`config.mk`:
```
export PLATFORM = sky130hd
export DESIGN_NAME = qpi_memctrl_top
export DESIGN_NICKNAME = d
export VERILOG_FILES = /design/src/hw/qpi_pkg.sv /design/src/hw/qpi_memctrl_top.sv /design/src/hw/qpi_shift_in.sv /design/src/hw/qpi_shift_out.sv /design/src/hw/qpi_ctrl_fsm.sv
export SDC_FILE = /design/constraint.sdc
export NUM_CORES = 1
export LEC_CHECK = 0
export BUFFER_PORTS_ARGS = -buffer_cell sky130_fd_sc_hd__buf_4
export CORE_AREA = 2 2 93 95
export DETAILED_ROUTE_END_ITERATION = 10
export DIE_AREA = 0 0 95 97
export GPL_TIMING_DRIVEN = 0
export PLACE_DENSITY = 0.76
export RECOVER_POWER = 50
export SYNTH_ARGS = -nofsm -noshare
export SYNTH_HDL_FRONTEND = slang
export SYNTH_HIERARCHICAL = 1
export SYNTH_SLANG_ARGS = --single-unit
```
`constraint.sdc`:
```
create_clock -name clk -period 4 [get_ports clk]
set_input_delay 0.2 -clock clk [delete_from_list [all_inputs] [get_ports clk]]
set_output_delay 0.2 -clock clk [all_outputs]
set_load 0.005 [all_outputs]
```
`src/hw/qpi_pkg.sv`:
```
/* Shared types and constants of the QPI memory controller.
   Every RTL block refers to these by scoped name. */

package qpi_pkg;

	// ----------------------------------------
	// PHY constants
	// ----------------------------------------

	// Four IO lines in QPI mode
	localparam int IO_LINES = 4;

	localparam logic [IO_LINES-1:0] OE_DRIVE = 4'b1111;
	localparam logic [IO_LINES-1:0] OE_FLOAT = 4'b0000;

	// ----------------------------------------
	// Data widths
	// ----------------------------------------

	typedef logic [23:0] addr_t;

	// Big endian, b3 goes out first, high nibble first
	typedef logic [31:0] word_t;

	// Bit i is IO line i
	typedef logic [IO_LINES-1:0] nib_t;

	// Burst length, value + 1 words
	typedef logic [6:0] len_t;

	// Shifter cycle count, top bit flags the last cycle
	typedef logic [5:0] shcnt_t;

	localparam int NIB_PER_WORD = $bits(word_t) / IO_LINES;

	// ----------------------------------------
	// Encodings
	// ----------------------------------------

	typedef enum logic [2:0] {
		IDLE,
		WR_DATA,
		RD_DUMMY,
		RD_DATA,
		FLUSH,
		PAUSE
	} phase_t;

	// Bit 1 makes a read word, bit 0 flags the last one
	typedef enum logic [1:0] {
		NONE    = 2'b00,
		MI_DATA = 2'b10,
		MI_LAST = 2'b11
	} sodst_t;

endpackage
```
`src/hw/qpi_memctrl_top.sv`:
```
/* QPI memory controller for quad-SPI PSRAM or flash on a single lane.
   Burst requests come in on the mi_ ports, the memory hangs off the phy_ ports. */

module qpi_memctrl_top #(
	parameter logic [15:0] CMD_READ  = 16'hEBEB,
	parameter logic [15:0] CMD_WRITE = 16'h0202,
	parameter int          DUMMY_CLK = 6,
	parameter int          PAUSE_CLK = 3,
	parameter int          PHY_DELAY = 6,
	parameter int          N_CS      = 2
)(
	input  logic                            clk,
	input  logic                            rst,

	// Memory interface
	input  logic                            mi_addr_cs_i,
	input  qpi_pkg::addr_t                  mi_addr_i,
	input  qpi_pkg::len_t                   mi_len_i,
	input  logic                            mi_rw_i,
	input  logic                            mi_valid_i,
	output logic                            mi_ready_o,
	input  qpi_pkg::word_t                  mi_wdata_i,
	output logic                            mi_wack_o,
	output logic                            mi_wlast_o,
	output qpi_pkg::word_t                  mi_rdata_o,
	output logic                            mi_rstb_o,
	output logic                            mi_rlast_o,

	// PHY
	input  qpi_pkg::nib_t                   phy_io_i,
	output qpi_pkg::nib_t                   phy_io_o,
	output logic [qpi_pkg::IO_LINES-1:0]    phy_io_oe_o,
	output logic                            phy_clk_o,
	output logic [N_CS-1:0]                 phy_cs_o
);

	// Sequencer to shifter
	logic            ld_now;
	logic            ld_valid;
	logic            ld_drive;
	qpi_pkg::sodst_t ld_dst;
	qpi_pkg::shcnt_t ld_cnt;
	qpi_pkg::word_t  ld_word;

	// Shift-out to shift-in
	logic            so_valid;
	logic            so_last;
	qpi_pkg::sodst_t so_dst;

	qpi_ctrl_fsm #(
		.CMD_READ  (CMD_READ),
		.CMD_WRITE (CMD_WRITE),
		.DUMMY_CLK (DUMMY_CLK),
		.PAUSE_CLK (PAUSE_CLK),
		.N_CS      (N_CS)
	) u_ctrl (
		.clk          (clk),
		.rst          (rst),
		.mi_addr_cs_i (mi_addr_cs_i),
		.mi_addr_i    (mi_addr_i),
		.mi_len_i     (mi_len_i),
		.mi_rw_i      (mi_rw_i),
		.mi_valid_i   (mi_valid_i),
		.mi_wdata_i   (mi_wdata_i),
		.mi_ready_o   (mi_ready_o),
		.mi_wack_o    (mi_wack_o),
		.mi_wlast_o   (mi_wlast_o),
		.ld_now_i     (ld_now),
		.so_valid_i   (so_valid),
		.ld_valid_o   (ld_valid),
		.ld_drive_o   (ld_drive),
		.ld_dst_o     (ld_dst),
		.ld_cnt_o     (ld_cnt),
		.ld_word_o    (ld_word),
		.phy_cs_o     (phy_cs_o)
	);

	qpi_shift_out u_shift_out (
		.clk         (clk),
		.rst         (rst),
		.ld_valid_i  (ld_valid),
		.ld_drive_i  (ld_drive),
		.ld_dst_i    (ld_dst),
		.ld_cnt_i    (ld_cnt),
		.ld_word_i   (ld_word),
		.ld_now_o    (ld_now),
		.so_valid_o  (so_valid),
		.so_last_o   (so_last),
		.so_dst_o    (so_dst),
		.phy_io_o    (phy_io_o),
		.phy_io_oe_o (phy_io_oe_o),
		.phy_clk_o   (phy_clk_o)
	);

	qpi_shift_in #(
		.PHY_DELAY (PHY_DELAY)
	) u_shift_in (
		.clk        (clk),
		.so_valid_i (so_valid),
		.so_last_i  (so_last),
		.so_dst_i   (so_dst),
		.phy_io_i   (phy_io_i),
		.mi_rdata_o (mi_rdata_o),
		.mi_rstb_o  (mi_rstb_o),
		.mi_rlast_o (mi_rlast_o)
	);

endmodule

```
`src/hw/qpi_shift_in.sv`:
```
/* Capture side of the QPI controller. Follows the receive phases through
   the PHY delay and assembles inbound nibbles into read words. */

module qpi_shift_in #(
	parameter int PHY_DELAY = 6
)(
	input  logic            clk,

	// Phase info from the shift-out unit
	input  logic            so_valid_i,
	input  logic            so_last_i,
	input  qpi_pkg::sodst_t so_dst_i,

	input  qpi_pkg::nib_t   phy_io_i,

	// Read words to the requester
	output qpi_pkg::word_t  mi_rdata_o,
	output logic            mi_rstb_o,
	output logic            mi_rlast_o
);

	localparam int WW = $bits(qpi_pkg::word_t);
	localparam int NW = $bits(qpi_pkg::nib_t);

	// Stage 0 is the capture marker, the rest match the PHY pipeline
	qpi_pkg::sodst_t dly_q [0:PHY_DELAY];

	qpi_pkg::word_t  si_data;

	// ----------------------------------------
	// Capture marker and delay line
	// ----------------------------------------

	always_ff @(posedge clk)
	begin
		if (so_valid_i && so_last_i)
			dly_q[0] <= so_dst_i;
		else
			dly_q[0] <= qpi_pkg::NONE;

		for (int i = 1; i <= PHY_DELAY; i++)
			dly_q[i] <= dly_q[i-1];
	end

	// ----------------------------------------
	// Nibble shift-in
	// ----------------------------------------

	// Free running, first nibble ends up on top
	always_ff @(posedge clk)
	begin
		si_data <= {si_data[WW-NW-1:0], phy_io_i};
	end

	assign mi_rdata_o = si_data;
	assign mi_rstb_o  = dly_q[PHY_DELAY][1];
	assign mi_rlast_o = (dly_q[PHY_DELAY] == qpi_pkg::MI_LAST);

	// Words are at least a full nibble count apart
	a_rstb_gap: assert property (@(posedge clk)
		mi_rstb_o |=> !mi_rstb_o)
		else $error("read strobe in consecutive cycles");

endmodule

```
`src/hw/qpi_shift_out.sv`:
```
/* Output shifter of the QPI controller. Takes a word and a cycle count
   from the sequencer and clocks nibbles onto the PHY pins. */

module qpi_shift_out (
	input  logic                            clk,
	input  logic                            rst,

	// Load request from the sequencer
	input  logic                            ld_valid_i,
	input  logic                            ld_drive_i,
	input  qpi_pkg::sodst_t                 ld_dst_i,
	input  qpi_pkg::shcnt_t                 ld_cnt_i,
	input  qpi_pkg::word_t                  ld_word_i,
	output logic                            ld_now_o,

	// Phase info for the capture side
	output logic                            so_valid_o,
	output logic                            so_last_o,
	output qpi_pkg::sodst_t                 so_dst_o,

	// PHY
	output qpi_pkg::nib_t                   phy_io_o,
	output logic [qpi_pkg::IO_LINES-1:0]    phy_io_oe_o,
	output logic                            phy_clk_o
);

	localparam int WW = $bits(qpi_pkg::word_t);
	localparam int NW = $bits(qpi_pkg::nib_t);
	localparam int CW = $bits(qpi_pkg::shcnt_t);

	logic            so_drive;
	qpi_pkg::shcnt_t so_cnt;
	qpi_pkg::word_t  so_data;

	// ----------------------------------------
	// Control
	// ----------------------------------------

	// Reload when empty or finishing a phase
	assign ld_now_o  = !so_valid_o || so_last_o;
	assign so_last_o = so_cnt[CW-1];

	always_ff @(posedge clk)
	begin
		if (rst)
			so_valid_o <= 1'b0;
		else
			so_valid_o <= (so_valid_o && !so_last_o) || (ld_now_o && ld_valid_i);
	end

	always_ff @(posedge clk)
	begin
		if (rst)
		begin
			so_drive <= 1'b0;
			so_dst_o <= qpi_pkg::NONE;
		end
		else if (ld_now_o)
		begin
			so_drive <= ld_drive_i;
			so_dst_o <= ld_dst_i;
		end
	end

	always_ff @(posedge clk)
	begin
		if (ld_now_o)
			so_cnt <= ld_cnt_i;
		else
			so_cnt <= so_cnt - CW'(1);
	end

	// ----------------------------------------
	// Data shifter
	// ----------------------------------------

	// Top nibble goes out, rest moves up
	always_ff @(posedge clk)
	begin
		if (ld_now_o)
			so_data <= ld_word_i;
		else
			so_data <= {so_data[WW-NW-1:0], NW'(0)};
	end

	assign phy_io_o    = so_data[WW-1 -: NW];
	assign phy_clk_o   = so_valid_o;
	assign phy_io_oe_o = (so_valid_o && so_drive) ? qpi_pkg::OE_DRIVE : qpi_pkg::OE_FLOAT;

	// IO lines only driven in an active phase that captures no read word
	a_oe_phase: assert property (@(posedge clk) disable iff (rst)
		(phy_io_oe_o != qpi_pkg::OE_FLOAT) |-> so_valid_o && (so_dst_o == qpi_pkg::NONE))
		else $error("PHY driven outside a drive phase");

endmodule

```
`src/hw/qpi_ctrl_fsm.sv`:
```
/* Transaction sequencer of the QPI controller. Accepts one request at a time,
   drives chip select and tells the shift-out unit what to load for each phase. */

module qpi_ctrl_fsm #(
	parameter logic [15:0] CMD_READ  = 16'hEBEB,
	parameter logic [15:0] CMD_WRITE = 16'h0202,
	parameter int          DUMMY_CLK = 6,
	parameter int          PAUSE_CLK = 3,
	parameter int          N_CS      = 2
)(
	input  logic                clk,
	input  logic                rst,

	// Request side
	input  logic                mi_addr_cs_i,
	input  qpi_pkg::addr_t      mi_addr_i,
	input  qpi_pkg::len_t       mi_len_i,
	input  logic                mi_rw_i,
	input  logic                mi_valid_i,
	input  qpi_pkg::word_t      mi_wdata_i,
	output logic                mi_ready_o,
	output logic                mi_wack_o,
	output logic                mi_wlast_o,

	// Shift-out load control
	input  logic                ld_now_i,
	input  logic                so_valid_i,
	output logic                ld_valid_o,
	output logic                ld_drive_o,
	output qpi_pkg::sodst_t     ld_dst_o,
	output qpi_pkg::shcnt_t     ld_cnt_o,
	output qpi_pkg::word_t      ld_word_o,

	output logic [N_CS-1:0]     phy_cs_o
);

	localparam int XW = $bits(qpi_pkg::len_t) + 1;
	localparam int PW = $clog2(PAUSE_CLK) + 1;

	// Shifter counts run down to -1
	localparam qpi_pkg::shcnt_t WORD_CNT  = qpi_pkg::shcnt_t'(qpi_pkg::NIB_PER_WORD - 2);
	localparam qpi_pkg::shcnt_t DUMMY_CNT = qpi_pkg::shcnt_t'(DUMMY_CLK - 2);

	qpi_pkg::phase_t state;
	qpi_pkg::phase_t state_nxt;

	logic [XW-1:0] xfer_cnt;
	logic          xfer_last;
	logic          data_load;

	logic [PW-1:0] pause_cnt;
	logic          pause_last;

	logic [7:0]    cmd_byte;

	// ----------------------------------------
	// State machine
	// ----------------------------------------

	always_ff @(posedge clk)
	begin
		if (rst)
			state <= qpi_pkg::IDLE;
		else
			state <= state_nxt;
	end

	always_comb
	begin
		state_nxt = state;
		case (state)
			qpi_pkg::IDLE:
				if (mi_valid_i)
					state_nxt = mi_rw_i ? qpi_pkg::RD_DUMMY : qpi_pkg::WR_DATA;
			qpi_pkg::WR_DATA:
				if (xfer_last && ld_now_i)
					state_nxt = qpi_pkg::FLUSH;
			// Dummy phase gets loaded as the command ends
			qpi_pkg::RD_DUMMY:
				if (ld_now_i)
					state_nxt = qpi_pkg::RD_DATA;
			qpi_pkg::RD_DATA:
				if (xfer_last && ld_now_i)
					state_nxt = qpi_pkg::FLUSH;
			qpi_pkg::FLUSH:
				if (!so_valid_i)
					state_nxt = qpi_pkg::PAUSE;
			qpi_pkg::PAUSE:
				if (pause_last)
					state_nxt = qpi_pkg::IDLE;
			default:
				state_nxt = qpi_pkg::IDLE;
		endcase
	end

	// ----------------------------------------
	// Word and pause counters
	// ----------------------------------------

	assign data_load = ld_now_i &&
		((state == qpi_pkg::WR_DATA) || (state == qpi_pkg::RD_DATA));

	always_ff @(posedge clk)
	begin
		if (rst)
			xfer_cnt <= '0;
		else if (state == qpi_pkg::IDLE)
			xfer_cnt <= {1'b0, mi_len_i} - XW'(1);
		else if (data_load)
			xfer_cnt <= xfer_cnt - XW'(1);
	end

	// Underflow marks the final word
	assign xfer_last = xfer_cnt[XW-1];

	always_ff @(posedge clk)
	begin
		if (rst)
			pause_cnt <= PW'(PAUSE_CLK - 2);
		else if (state == qpi_pkg::PAUSE)
			pause_cnt <= pause_cnt - PW'(1);
		else
			pause_cnt <= PW'(PAUSE_CLK - 2);
	end

	assign pause_last = pause_cnt[PW-1];

	// ----------------------------------------
	// Shifter load requests
	// ----------------------------------------

	// One command byte per chip select
	assign cmd_byte = mi_rw_i ? CMD_READ[8*mi_addr_cs_i +: 8] : CMD_WRITE[8*mi_addr_cs_i +: 8];

	always_comb
	begin
		ld_valid_o = 1'b0;
		ld_drive_o = 1'b0;
		ld_dst_o   = qpi_pkg::NONE;
		ld_cnt_o   = WORD_CNT;
		ld_word_o  = qpi_pkg::word_t'({cmd_byte, mi_addr_i});
		case (state)
			qpi_pkg::IDLE:
			begin
				ld_valid_o = mi_valid_i;
				ld_drive_o = 1'b1;
			end
			qpi_pkg::WR_DATA:
			begin
				ld_valid_o = 1'b1;
				ld_drive_o = 1'b1;
				ld_word_o  = mi_wdata_i;
			end
			qpi_pkg::RD_DUMMY:
			begin
				ld_valid_o = 1'b1;
				ld_cnt_o   = DUMMY_CNT;
			end
			qpi_pkg::RD_DATA:
			begin
				ld_valid_o = 1'b1;
				ld_dst_o   = xfer_last ? qpi_pkg::MI_LAST : qpi_pkg::MI_DATA;
			end
			default:
			begin
				ld_valid_o = 1'b0;
			end
		endcase
	end

	assign mi_ready_o = (state == qpi_pkg::IDLE);
	assign mi_wack_o  = (state == qpi_pkg::WR_DATA) && ld_now_i;
	assign mi_wlast_o = (state == qpi_pkg::WR_DATA) && xfer_last;

	// ----------------------------------------
	// Chip select
	// ----------------------------------------

	always_ff @(posedge clk)
	begin
		if (rst)
			phy_cs_o <= '1;
		else
		begin
			case (state)
				qpi_pkg::IDLE:
				begin
					phy_cs_o <= '1;
					if (mi_valid_i)
						phy_cs_o[mi_addr_cs_i] <= 1'b0;
				end
				qpi_pkg::FLUSH:
					if (!so_valid_i)
						phy_cs_o <= '1;
				qpi_pkg::PAUSE:
					phy_cs_o <= '1;
				default:
					phy_cs_o <= phy_cs_o;
			endcase
		end
	end

	// Never two memories selected, and one always selected while shifting
	a_one_cs: assert property (@(posedge clk) disable iff (rst)
		($countones(~phy_cs_o) <= 1) && (!so_valid_i || !(&phy_cs_o)))
		else $error("chip select count does not match shifter activity");

endmodule

```
==> run_results.csv, run 1 <==
group,metric,value,unit
placed_design,portBuffers,119,
global_routing,grt_first_pass_wirelength,14600,µm
timing,rsz0062_at_grt,"false",
clock_tree,cts_buffers,9,
route,antenna_left,0,
global_routing,overflow,0,
synthesis,yosysUniqueCellTypes,56,
timing,clock.fmax,392,MHz
route,wl_per_cell,12.7,µm
clock_tree,numClockSinks,104,
timing,setup_tns,0,ns
setup_path,crit_path_top_delay_cell,"or3_1",
route,first_iter_violations,145,
synthesis,syn_avg_cell_area,9.60,µm²
route,drcViolationCount,0,
setup_path,cp.required,4.30,ns
timing,fin_crit_sh,63.8,%
final_layout,layout.nets,627,
setup_path,r2r-start,"u_ctrl/state[2]$_SDFFE_PP0P_",
setup_path,cp-end-kind,"flip-flop",
placed_design,hpwl,6330,µm
setup_path,critPathLaunchType,"flip-flop",
timing,setup_violations,0,
synthesis,yosys.area.top_type,"dfxtp_1",
setup_path,r2r_cells,10,
timing,skew,0.0109,ns
clock_tree,cts_tree,"built",
min_path,hp-class,"input pin to flip-flop",
setup_path,critical_path_buf_inv_count,3,
synthesis,yosysSeqAreaShare,52.4,%
synthesis,syn_area,0.00397,mm²
synthesis,ys_ff_latch,104,
setup_path,cpLargestDelayFamily,"simple AND/OR/NAND/NOR gates",
route,viasPerCell,4.76,
setup_path,critPathMaxStageDelay,0.40,ns
synthesis,synth-edff-count,0,
floorplan,dieArea,0.00922,mm²
power_and_ir_drop,power_leakage,2.52,nW
global_routing,grt_pass1_vias,3132,
global_routing,grt_use_total,20.1,%
global_routing,grt_start_max_net_pins,23,
final_layout,drive_gt1_share,36.3,%
route,drt_wl_total,8400,µm
synthesis,async_flop_share,0,%
synthesis,synth_area_leaders,"dfxtp_1 52%, nand2_1 9.7%, mux2_2 6.8%, buf_4 2.6%, nor2_1 2.0%",
route,firstDrtPassIters,5,
clock_tree,clock-root-buffer,"clkbuf_8",
timing,fin_crit,2.55,ns
timing,worstMarginPinSlew,0.659,ns
synthesis,yosys_warnings,6,
setup_path,crit_start,"u_ctrl/state[2]$_SDFFE_PP0P_",
final_layout,antenna_cells,0,
setup_path,critical_path_arrival,2.86,ns
run_status,outcome,"complete, no violations",
clock_tree,clkSlewWorstSetupHoldPaths,0.11,ns
synthesis,syn_inst,414,
setup_path,worst-path-max-fanout,10,
floorplan,die_y,97,µm
floorplan,core_area,0.00813,mm²
timing,relSlewSlack,56.1,%
setup_path,path_cells,"or3_1 > buf_6 > clkinv_4 > buf_6 > mux2i_1 > ha_1 > nor3b_1 > xnor2_1 > or3_1 > a31oi_1",
timing,whs,0.113,ns
floorplan,placementRows,33,
timing,report.final.hold_viol_count,0,
run,maxCapViolations,0,
setup_path,rrSetupSlack,1.45,ns
clock_tree,worstSkewPairLatency,0.37,ns
setup_path,crit_cells,10,
clock_tree,htreeDepth,3,
floorplan,initial_utilization,48.8,%
timing,finalMaxSlewViolations,0,
synthesis,synth_ff_type,"dfxtp_1",
placed_design,gp_congestion,0.874,
setup_path,critPathKind,"flip-flop to flip-flop",
power_and_ir_drop,power_density,546,mW/mm²
floorplan,ioPinCount,120,
clock_tree,clock_path_buffers,2,
global_routing,antenna_found_initial,0,
floorplan,die_w,95,µm
route,vias,3154,
power_and_ir_drop,peakVddDrop,0.253,mV
setup_path,critPathCapture,"u_ctrl/xfer_cnt[4]$_SDFFE_PP0P_",
setup_path,r2r_end,"u_ctrl/xfer_cnt[4]$_SDFFE_PP0P_",
final_layout,syn_to_final_growth,32.5,%
clock_tree,cts_resized,0,
synthesis,synthDominantCellAreaShare,52.4,%
-- stage by stage --
stage	worst slack, ns	power [W]	cell area, µm²	utilization, %	instances
finish	1.45	0.00287	5260	64.7	662
global route	1.25	0.00307	5260	64.7	662
CTS	1.44	0.00290	5270	64.8	662
detailed placement	1.46	0.00223	5010	61.6	641
global placement	1.54	0.00221	5010	61.6	641
floorplan	1.74	0.00195	3980	-	417
-- metal layers --
layer	vias up	track usage (%)	wire length, µm
met5	-	0	0
li1	1635	-	-
met1	1403	25.4	3570
met3	15	4.67	526
met4	0	7.47	149
met2	101	33.0	4150
-- cell families after synthesis --
logic type,Yosys count,synth area share [%]
AO/OA/AOI/OAI,50,8.60
XOR/XNOR,5,1.10
adder cells (fa/ha/maj),3,0.945
buffers and inverters,41,6.74
flip-flops,104,52.4
multiplexers,30,8.57
other,2,0.189
AND/OR/NAND/NOR,179,21.4
-- area by class of cell --
cell class | instances | area [µm²]
fillers | 686 | 2870
flip-flops and latches | 104 | 2080
multi-input cells | 272 | 1630
repair buffers | 124 | 940
plain buffers | 33 | 229
well taps | 105 | 131
clock buffers | 9 | 124
clock inverters | 7 | 88.8
inverters | 8 | 35.0
-- cell usage after synthesis (3+ instances only) --
library cell and instances:
a21o_1 7, a21oi_1 8, a31oi_1 6, and2_1 7, and3_1 7, buf_2 9, buf_4 14, buf_6 6
clkbuf_1 3, dfxtp_1 104, ha_1 3, inv_1 6, mux2_2 24, mux2i_1 4, nand2_1 103, nand2b_1 3
nand3_1 3, nor2_1 21, nor2b_1 3, nor3_1 3, nor3_2 4, nor3b_1 4, o21ai_0 9, o21bai_1 4
or2_2 4, or3_1 4, xnor2_1 5
-- worst reg2reg max path, stage by stage (launching register included) --
cell      delay, ns
dfxtp_1        0.39
or3_1          0.40
buf_6          0.16
clkinv_4       0.06
buf_6          0.13
mux2i_1        0.20
ha_1           0.29
nor3b_1        0.27
xnor2_1        0.10
or3_1          0.31
a31oi_1        0.17
-- worst min-delay path by stage --
| stage | cells after the start | to | start | slack (ns) |
|---|---|---|---|---|
| after floorplan | 0 | u_shift_in/mi_rdata_o[0]$_DFF_P_ | phy_io_i[0] | 0.23 |
| after global placement | 1 | u_shift_in/mi_rdata_o[0]$_DFF_P_ | phy_io_i[0] | 0.30 |
| after detailed placement | 1 | u_shift_in/mi_rdata_o[1]$_DFF_P_ | phy_io_i[1] | 0.31 |
| after CTS | 4 | u_shift_out/so_data[29]$_DFF_P_ | mi_wdata_i[29] | 0.10 |
| after global routing | 4 | u_shift_out/so_data[29]$_DFF_P_ | mi_wdata_i[29] | 0.11 |
| final | 4 | u_shift_out/so_data[25]$_DFF_P_ | mi_wdata_i[25] | 0.11 |
-- layout by cell type, fill, tap and decap left out, drive strengths merged, types with 6 or more instances in the layout --
cell type / Yosys / layout
a21oi: 8 / 8
a21o: 7 / 7
a31oi: 6 / 6
buf: 30 / 114
and3: 7 / 7
inv: 7 / 12
dfxtp: 104 / 104
clkbuf: 3 / 47
nor2: 21 / 21
mux2: 26 / 26
nor3: 7 / 7
o21ai: 10 / 10
and2: 8 / 8
nand2: 103 / 103
or2: 6 / 6
-- registers in the layout (all words and copies together), names as in the netlist --
| signal | count |
|---|---|
| u_shift_out/so_data | 32 |
| u_shift_in/dly_q | 14 |
| u_ctrl/xfer_cnt | 8 |
| u_shift_out/so_dst_o | 2 |
| u_shift_in/mi_rdata_o | 32 |
| u_ctrl/state | 3 |
| u_ctrl/pause_cnt | 3 |
| u_shift_out/so_cnt | 6 |
| u_shift_out/phy_clk_o | 1 |
| u_shift_out/so_drive | 1 |
| u_ctrl/phy_cs_o | 2 |
-- where the power goes --
group,internal (W),switching (W)
Clock,0.000258,0.000407
Combinational,0.000469,0.000445
Sequential,0.00121,0.0000858
Total,0.00194,0.000937
-- repair_timing --
| item | 4_1_cts | 5_1_grt |
|---|---|---|
| hold buffers | 5 | 0 |
| setup buffers | 0 | 0 |
| hold endpoints to repair | 5 | 0 |
No activity file was read; power rests on OpenSTA's default activity.
==> inputs of run 2 (changes only) <==
clock period = 2.55 ns   (was 4 ns; I/O delays follow)
==> run 2 against run 1 <==
Clock skew up 0.0024 ns. Clock power up 58%. Via count up 0.76%.
==> run_results.csv, run 2 (same netlist as run 1, synthesis figures left out) <==
group,metric,value,unit
floorplan,die_w,95,µm
timing,setup_tns,0,ns
setup_path,r2r_end,"u_ctrl/xfer_cnt[4]$_SDFFE_PP0P_",
route,wl_per_cell,12.8,µm
power_and_ir_drop,peakVddDrop,0.397,mV
floorplan,ioPinCount,120,
run,maxCapViolations,0,
timing,clock.fmax,409,MHz
setup_path,critPathLaunchType,"flip-flop",
run_status,outcome,"complete, no violations",
timing,fin_crit_sh,95.9,%
power_and_ir_drop,sequentialPowerShare,44.9,%
global_routing,antenna_found_initial,0,
power_and_ir_drop,switchingPower,0.00148,W
min_path,hp-class,"input pin to flip-flop",
power_and_ir_drop,power_leakage,2.53,nW
timing,skew,0.0133,ns
clock_tree,cts_buffers,9,
final_layout,layout.nets,627,
global_routing,overflow,0,
final_layout,multi_input_area,0.00166,mm²
clock_tree,worstSkewPairLatency,0.37,ns
min_path,hp-start,"mi_wdata_i[25]",
route,viasPerCell,4.80,
final_layout,syn_to_final_growth,33.2,%
setup_path,r2r_cells,10,
global_routing,grt_start_max_net_pins,23,
timing,setup_violations,0,
global_routing,grt_pass1_vias,3137,
placed_design,portBuffers,119,
power_and_ir_drop,power.total,0.00453,W
final_layout,stdcell_count,662,
setup_path,rrSetupSlack,0.10,ns
placed_design,gp_congestion,0.874,
setup_path,cp-end-kind,"flip-flop",
global_routing,grt_first_pass_wirelength,14600,µm
global_routing,grt_use_total,20.1,%
clock_tree,htreeDepth,3,
power_and_ir_drop,power_density,856,mW/mm²
route,first_iter_violations,139,
route,drt_wl_total,8460,µm
final_layout,antenna_cells,0,
timing,worstMarginPinSlew,0.650,ns
floorplan,dieArea,0.00922,mm²
timing,fin_crit,2.45,ns
placed_design,hpwl,6330,µm
route,antenna_left,0,
clock_tree,clock_path_buffers,2,
clock_tree,clkSlewWorstSetupHoldPaths,0.11,ns
power_and_ir_drop,p_int,0.00305,W
timing,relSlewSlack,56.6,%
final_layout,drive_gt1_share,37.2,%
floorplan,die_y,97,µm
floorplan,core_area,0.00813,mm²
clock_tree,cts_tree,"built",
power_and_ir_drop,clock_power_share,23.1,%
final_layout,final-seq-area,0.00208,mm²
setup_path,critical_path_arrival,2.75,ns
route,drcViolationCount,0,
timing,finalMaxSlewViolations,0,
setup_path,worst-path-max-fanout,10,
setup_path,critPathKind,"flip-flop to flip-flop",
setup_path,r2r-start,"u_ctrl/state[2]$_SDFFE_PP0P_",
min_path,holdPathStages,4,
timing,report.final.hold_viol_count,0,
setup_path,cp.required,2.85,ns
placed_design,placed_cells,641,
power_and_ir_drop,sw_frac_of_total,32.7,%
floorplan,initial_utilization,48.8,%
route,vias,3178,
clock_tree,numClockSinks,104,
power_and_ir_drop,pwr-share-comb,32.0,%
clock_tree,clock-root-buffer,"clkbuf_8",
floorplan,placementRows,33,
min_path,whs_endpoint,"u_shift_out/so_data[25]$_DFF_P_",
route,firstDrtPassIters,4,
final_layout,final_cell_mix,"103 x nand2_1, 103 x dfxtp_1, 99 x buf_4, 32 x clkbuf_4, 24 x mux2_2",
final_layout,fillers,681,
run 2: stage by stage:
stage	util [%]	cell area (µm²)	setup slack, ns	hold slack [ns]
2_1_floorplan	-	3980	0.289	0.155
3_3_place_gp	61.6	5010	0.0940	0.232
3_5_place_dp	61.6	5010	0.0105	0.233
4_1_cts	64.8	5270	0.0292	0.0321
5_1_grt	65.1	5290	-0.00442	0.0367
6_report	65.1	5290	0.105	0.0407
run 2: worst max-delay path by stage:
stage | endpoint | startpoint | cells past startpoint | slack [ns]
floorplan | u_ctrl/xfer_cnt[4]$_SDFFE_PP0P_ | u_ctrl/state[2]$_SDFFE_PP0P_ | 10 | 0.29
global placement | u_ctrl/xfer_cnt[6]$_SDFFE_PP0P_ | u_ctrl/state[2]$_SDFFE_PP0P_ | 10 | 0.09
detailed placement | u_ctrl/xfer_cnt[4]$_SDFFE_PP0P_ | u_ctrl/state[2]$_SDFFE_PP0P_ | 10 | 0.01
CTS | u_ctrl/xfer_cnt[4]$_SDFFE_PP0P_ | u_ctrl/state[2]$_SDFFE_PP0P_ | 10 | 0.03
global route | u_ctrl/xfer_cnt[6]$_SDFFE_PP0P_ | u_ctrl/state[2]$_SDFFE_PP0P_ | 10 | -0.004
finish | u_ctrl/xfer_cnt[4]$_SDFFE_PP0P_ | u_ctrl/state[2]$_SDFFE_PP0P_ | 10 | 0.10
run 2: area by class of cell:
| class | count | share of cell area, % |
|---|---|---|
| flip-flops and latches | 104 | 39.4 |
| multi-input cells | 272 | 31.4 |
| repair buffers | 124 | 17.8 |
| plain buffers | 33 | 4.33 |
| well taps | 105 | 2.48 |
| clock buffers | 9 | 2.34 |
| clock inverters | 7 | 1.68 |
| inverters | 8 | 0.662 |
run 2: critical path, cell delays in order (launching register included):
cell and delay [ns]:
dfxtp_2 0.37, or3_1 0.39, buf_6 0.16, clkinv_4 0.06, buf_6 0.14, mux2i_1 0.21
ha_2 0.27, nor3b_4 0.20, xnor2_1 0.09, or3_1 0.32, a31oi_1 0.17
run 2: timing repair:
item	4_1_cts	5_1_grt
setup endpoints to repair	1	2
gates resized for setup	1	5
pin swaps	0	1
hold buffers	5	0
setup buffers	0	0
hold endpoints to repair	8	0
run 2: power groups by stage:
stage / Clock, W / Combinational, W / Sequential [W]
CTS: 0.00107 / 0.00145 / 0.00203
detailed placement: 0 / 0.00143 / 0.00207
finish: 0.00105 / 0.00145 / 0.00204
global route: 0.00115 / 0.00161 / 0.00207
global placement: 0 / 0.00140 / 0.00206
floorplan: 0 / 0.00101 / 0.00204
run 2: layer usage:
layer  share of wire [%]  global-route usage, %  vias to the layer above  wire [µm]
li1                    -                      -                     1639          -
met1                  43                   25.4                     1419       3610
met2                  49                   33.0                      105       4150
met3                 6.5                   4.67                       15        551
met4                 1.8                   7.47                        0        149
met5                   0                      0                        -          0
==> inputs of run 3 (changes only) <==
SETUP_SLACK_MARGIN = 0.5   (was default)
==> run 3 against run 2 <==
Worst hold slack got worse by 0.016 ns. Setup slack improved by 0.18 ns. Highest routed layer unchanged. Global-route usage about the same. Design area increased by 2.0%. Via count increased by 2.6%.
==> run_results.csv, run 3 (same netlist as run 1, synthesis figures left out) <==
group,metric,value,unit
route,first_iter_violations,143,
placed_design,portBuffers,119,
floorplan,placementRows,33,
setup_path,critPathLaunchType,"flip-flop",
setup_path,worst-path-max-fanout,7,
global_routing,grt_start_max_net_pins,23,
timing,skew,0.0146,ns
placed_design,hpwl,6360,µm
floorplan,die_y,97,µm
clock_tree,clock_path_buffers,2,
final_layout,final_cell_mix,"107 x buf_4, 103 x nand2_1, 102 x dfxtp_1, 30 x clkbuf_4, 24 x mux2_2",
timing,relSlewSlack,63.4,%
floorplan,dieArea,0.00922,mm²
floorplan,ioPinCount,120,
global_routing,overflow,0,
floorplan,die_w,95,µm
min_path,hp-class,"input pin to flip-flop",
final_layout,layout.nets,636,
global_routing,grt_first_pass_wirelength,14700,µm
final_layout,stdcell_count,671,
route,wl_per_cell,13.1,µm
global_routing,grt_pass1_vias,3265,
power_and_ir_drop,power_density,872,mW/mm²
route,viasPerCell,4.86,
placed_design,placed_cells,641,
route,drcViolationCount,0,
timing,clock.fmax,441,MHz
floorplan,initial_utilization,48.8,%
final_layout,drive_gt1_share,38.5,%
global_routing,grt_use_total,20.1,%
run,maxCapViolations,0,
clock_tree,htreeDepth,3,
clock_tree,clock-root-buffer,"clkbuf_8",
timing,worstMarginPinSlew,0.548,ns
run_status,outcome,"complete, no violations",
setup_path,cp.required,2.85,ns
timing,layout_setup_ws,0.282,ns
route,antenna_left,0,
timing,finalMaxSlewViolations,0,
route,drt_wl_total,8770,µm
setup_path,critical_path_arrival,2.57,ns
final_layout,syn_to_final_growth,35.8,%
timing,fin_crit_sh,88.9,%
placed_design,gp_congestion,0.850,
clock_tree,numClockSinks,104,
clock_tree,cts_tree,"built",
power_and_ir_drop,peakVddDrop,0.393,mV
timing,setup_violations,0,
timing,whs,0.0243,ns
clock_tree,clkSlewWorstSetupHoldPaths,0.11,ns
setup_path,cp-end-kind,"flip-flop",
final_layout,fin_area,0.00540,mm²
placed_design,dp_slack,0.212,ns
setup_path,critPathKind,"flip-flop to flip-flop",
final_layout,antenna_cells,0,
setup_path,rrSetupSlack,0.28,ns
timing,fin_crit,2.27,ns
timing,rsz0062_at_grt,"true",
power_and_ir_drop,power_leakage,2.56,nW
final_layout,fillers,650,
placed_design,place_area,0.00503,mm²
global_routing,antenna_found_initial,0,
final_layout,layout_commonest_cell,"buf_4",
clock_tree,cts_buffers,9,
timing,setup_tns,0,ns
route,vias,3262,
floorplan,core_area,0.00813,mm²
timing,report.final.hold_viol_count,0,
clock_tree,worstSkewPairLatency,0.38,ns
route,firstDrtPassIters,6,
[run 3: cell types whose count changed in the layout (fill, tap and decap cells not counted), sizes merged]
cell and change:
buf +8, clkbuf +1
[run 3: worst max-delay path: stages (launching register included)]
cell	delay [ns]
dfxtp_4	0.36
or3_4	0.36
buf_6	0.13
clkinv_4	0.04
buf_8	0.09
mux2i_2	0.20
ha_2	0.27
nor3b_4	0.21
xnor2_1	0.07
or3_1	0.31
a31oi_1	0.16
[run 3: cell type report]
cell class	instances	area, µm²	area share, %
flip-flops and latches	104	2090	38.7
clock buffers	9	124	2.30
well taps	105	131	2.43
repair buffers	133	996	18.5
plain buffers	33	233	4.31
clock inverters	7	88.8	1.65
inverters	8	35.0	0.649
multi-input cells	272	1700	31.5
[run 3: layer usage]
layer  track usage, %  part of all wire (%)
met1             24.0                    41
met5                0                     0
met4             8.36                   2.4
met2             34.4                    50
met3             4.21                   5.8
[run 3: timing repair]
item / 4_1_cts / 5_1_grt
endpoints found under the hold margin: 8 / 0
buffers inserted: 6 / 3
hold buffers: 5 / 0
resized for setup: 6 / 7
pin swaps: 3 / 4
setup endpoints to repair: 3 / 30
gates cloned: 0 / 0
[run 3: final timing paths]
| check | cells after the start | startpoint | end |
|---|---|---|---|
| max | 10 | u_ctrl/state[2]$_SDFFE_PP0P_ | u_ctrl/xfer_cnt[4]$_SDFFE_PP0P_ |
| min | 4 | mi_wdata_i[25] | u_shift_out/so_data[25]$_DFF_P_ |
| max reg2reg | 10 | u_ctrl/state[2]$_SDFFE_PP0P_ | u_ctrl/xfer_cnt[4]$_SDFFE_PP0P_ |
| min reg2reg | 0 | u_shift_in/dly_q[2][1]$_DFF_P_ | u_shift_in/dly_q[3][1]$_DFF_P_ |
[run 3: metrics by stage]
stage | util, % | total power (W)
after floorplan | - | 0.00306
after global placement | 61.8 | 0.00347
after detailed placement | 61.8 | 0.00351
after CTS | 65.9 | 0.00466
after global routing | 66.3 | 0.00499
final | 66.3 | 0.00471
[run 3: power by group]
group / switching (W) / internal [W] / leakage (nW)
sequential: 0.000144 / 0.00190 / 0.868
combinational: 0.000756 / 0.000866 / 1.59
clock: 0.000639 / 0.000405 / 0.107
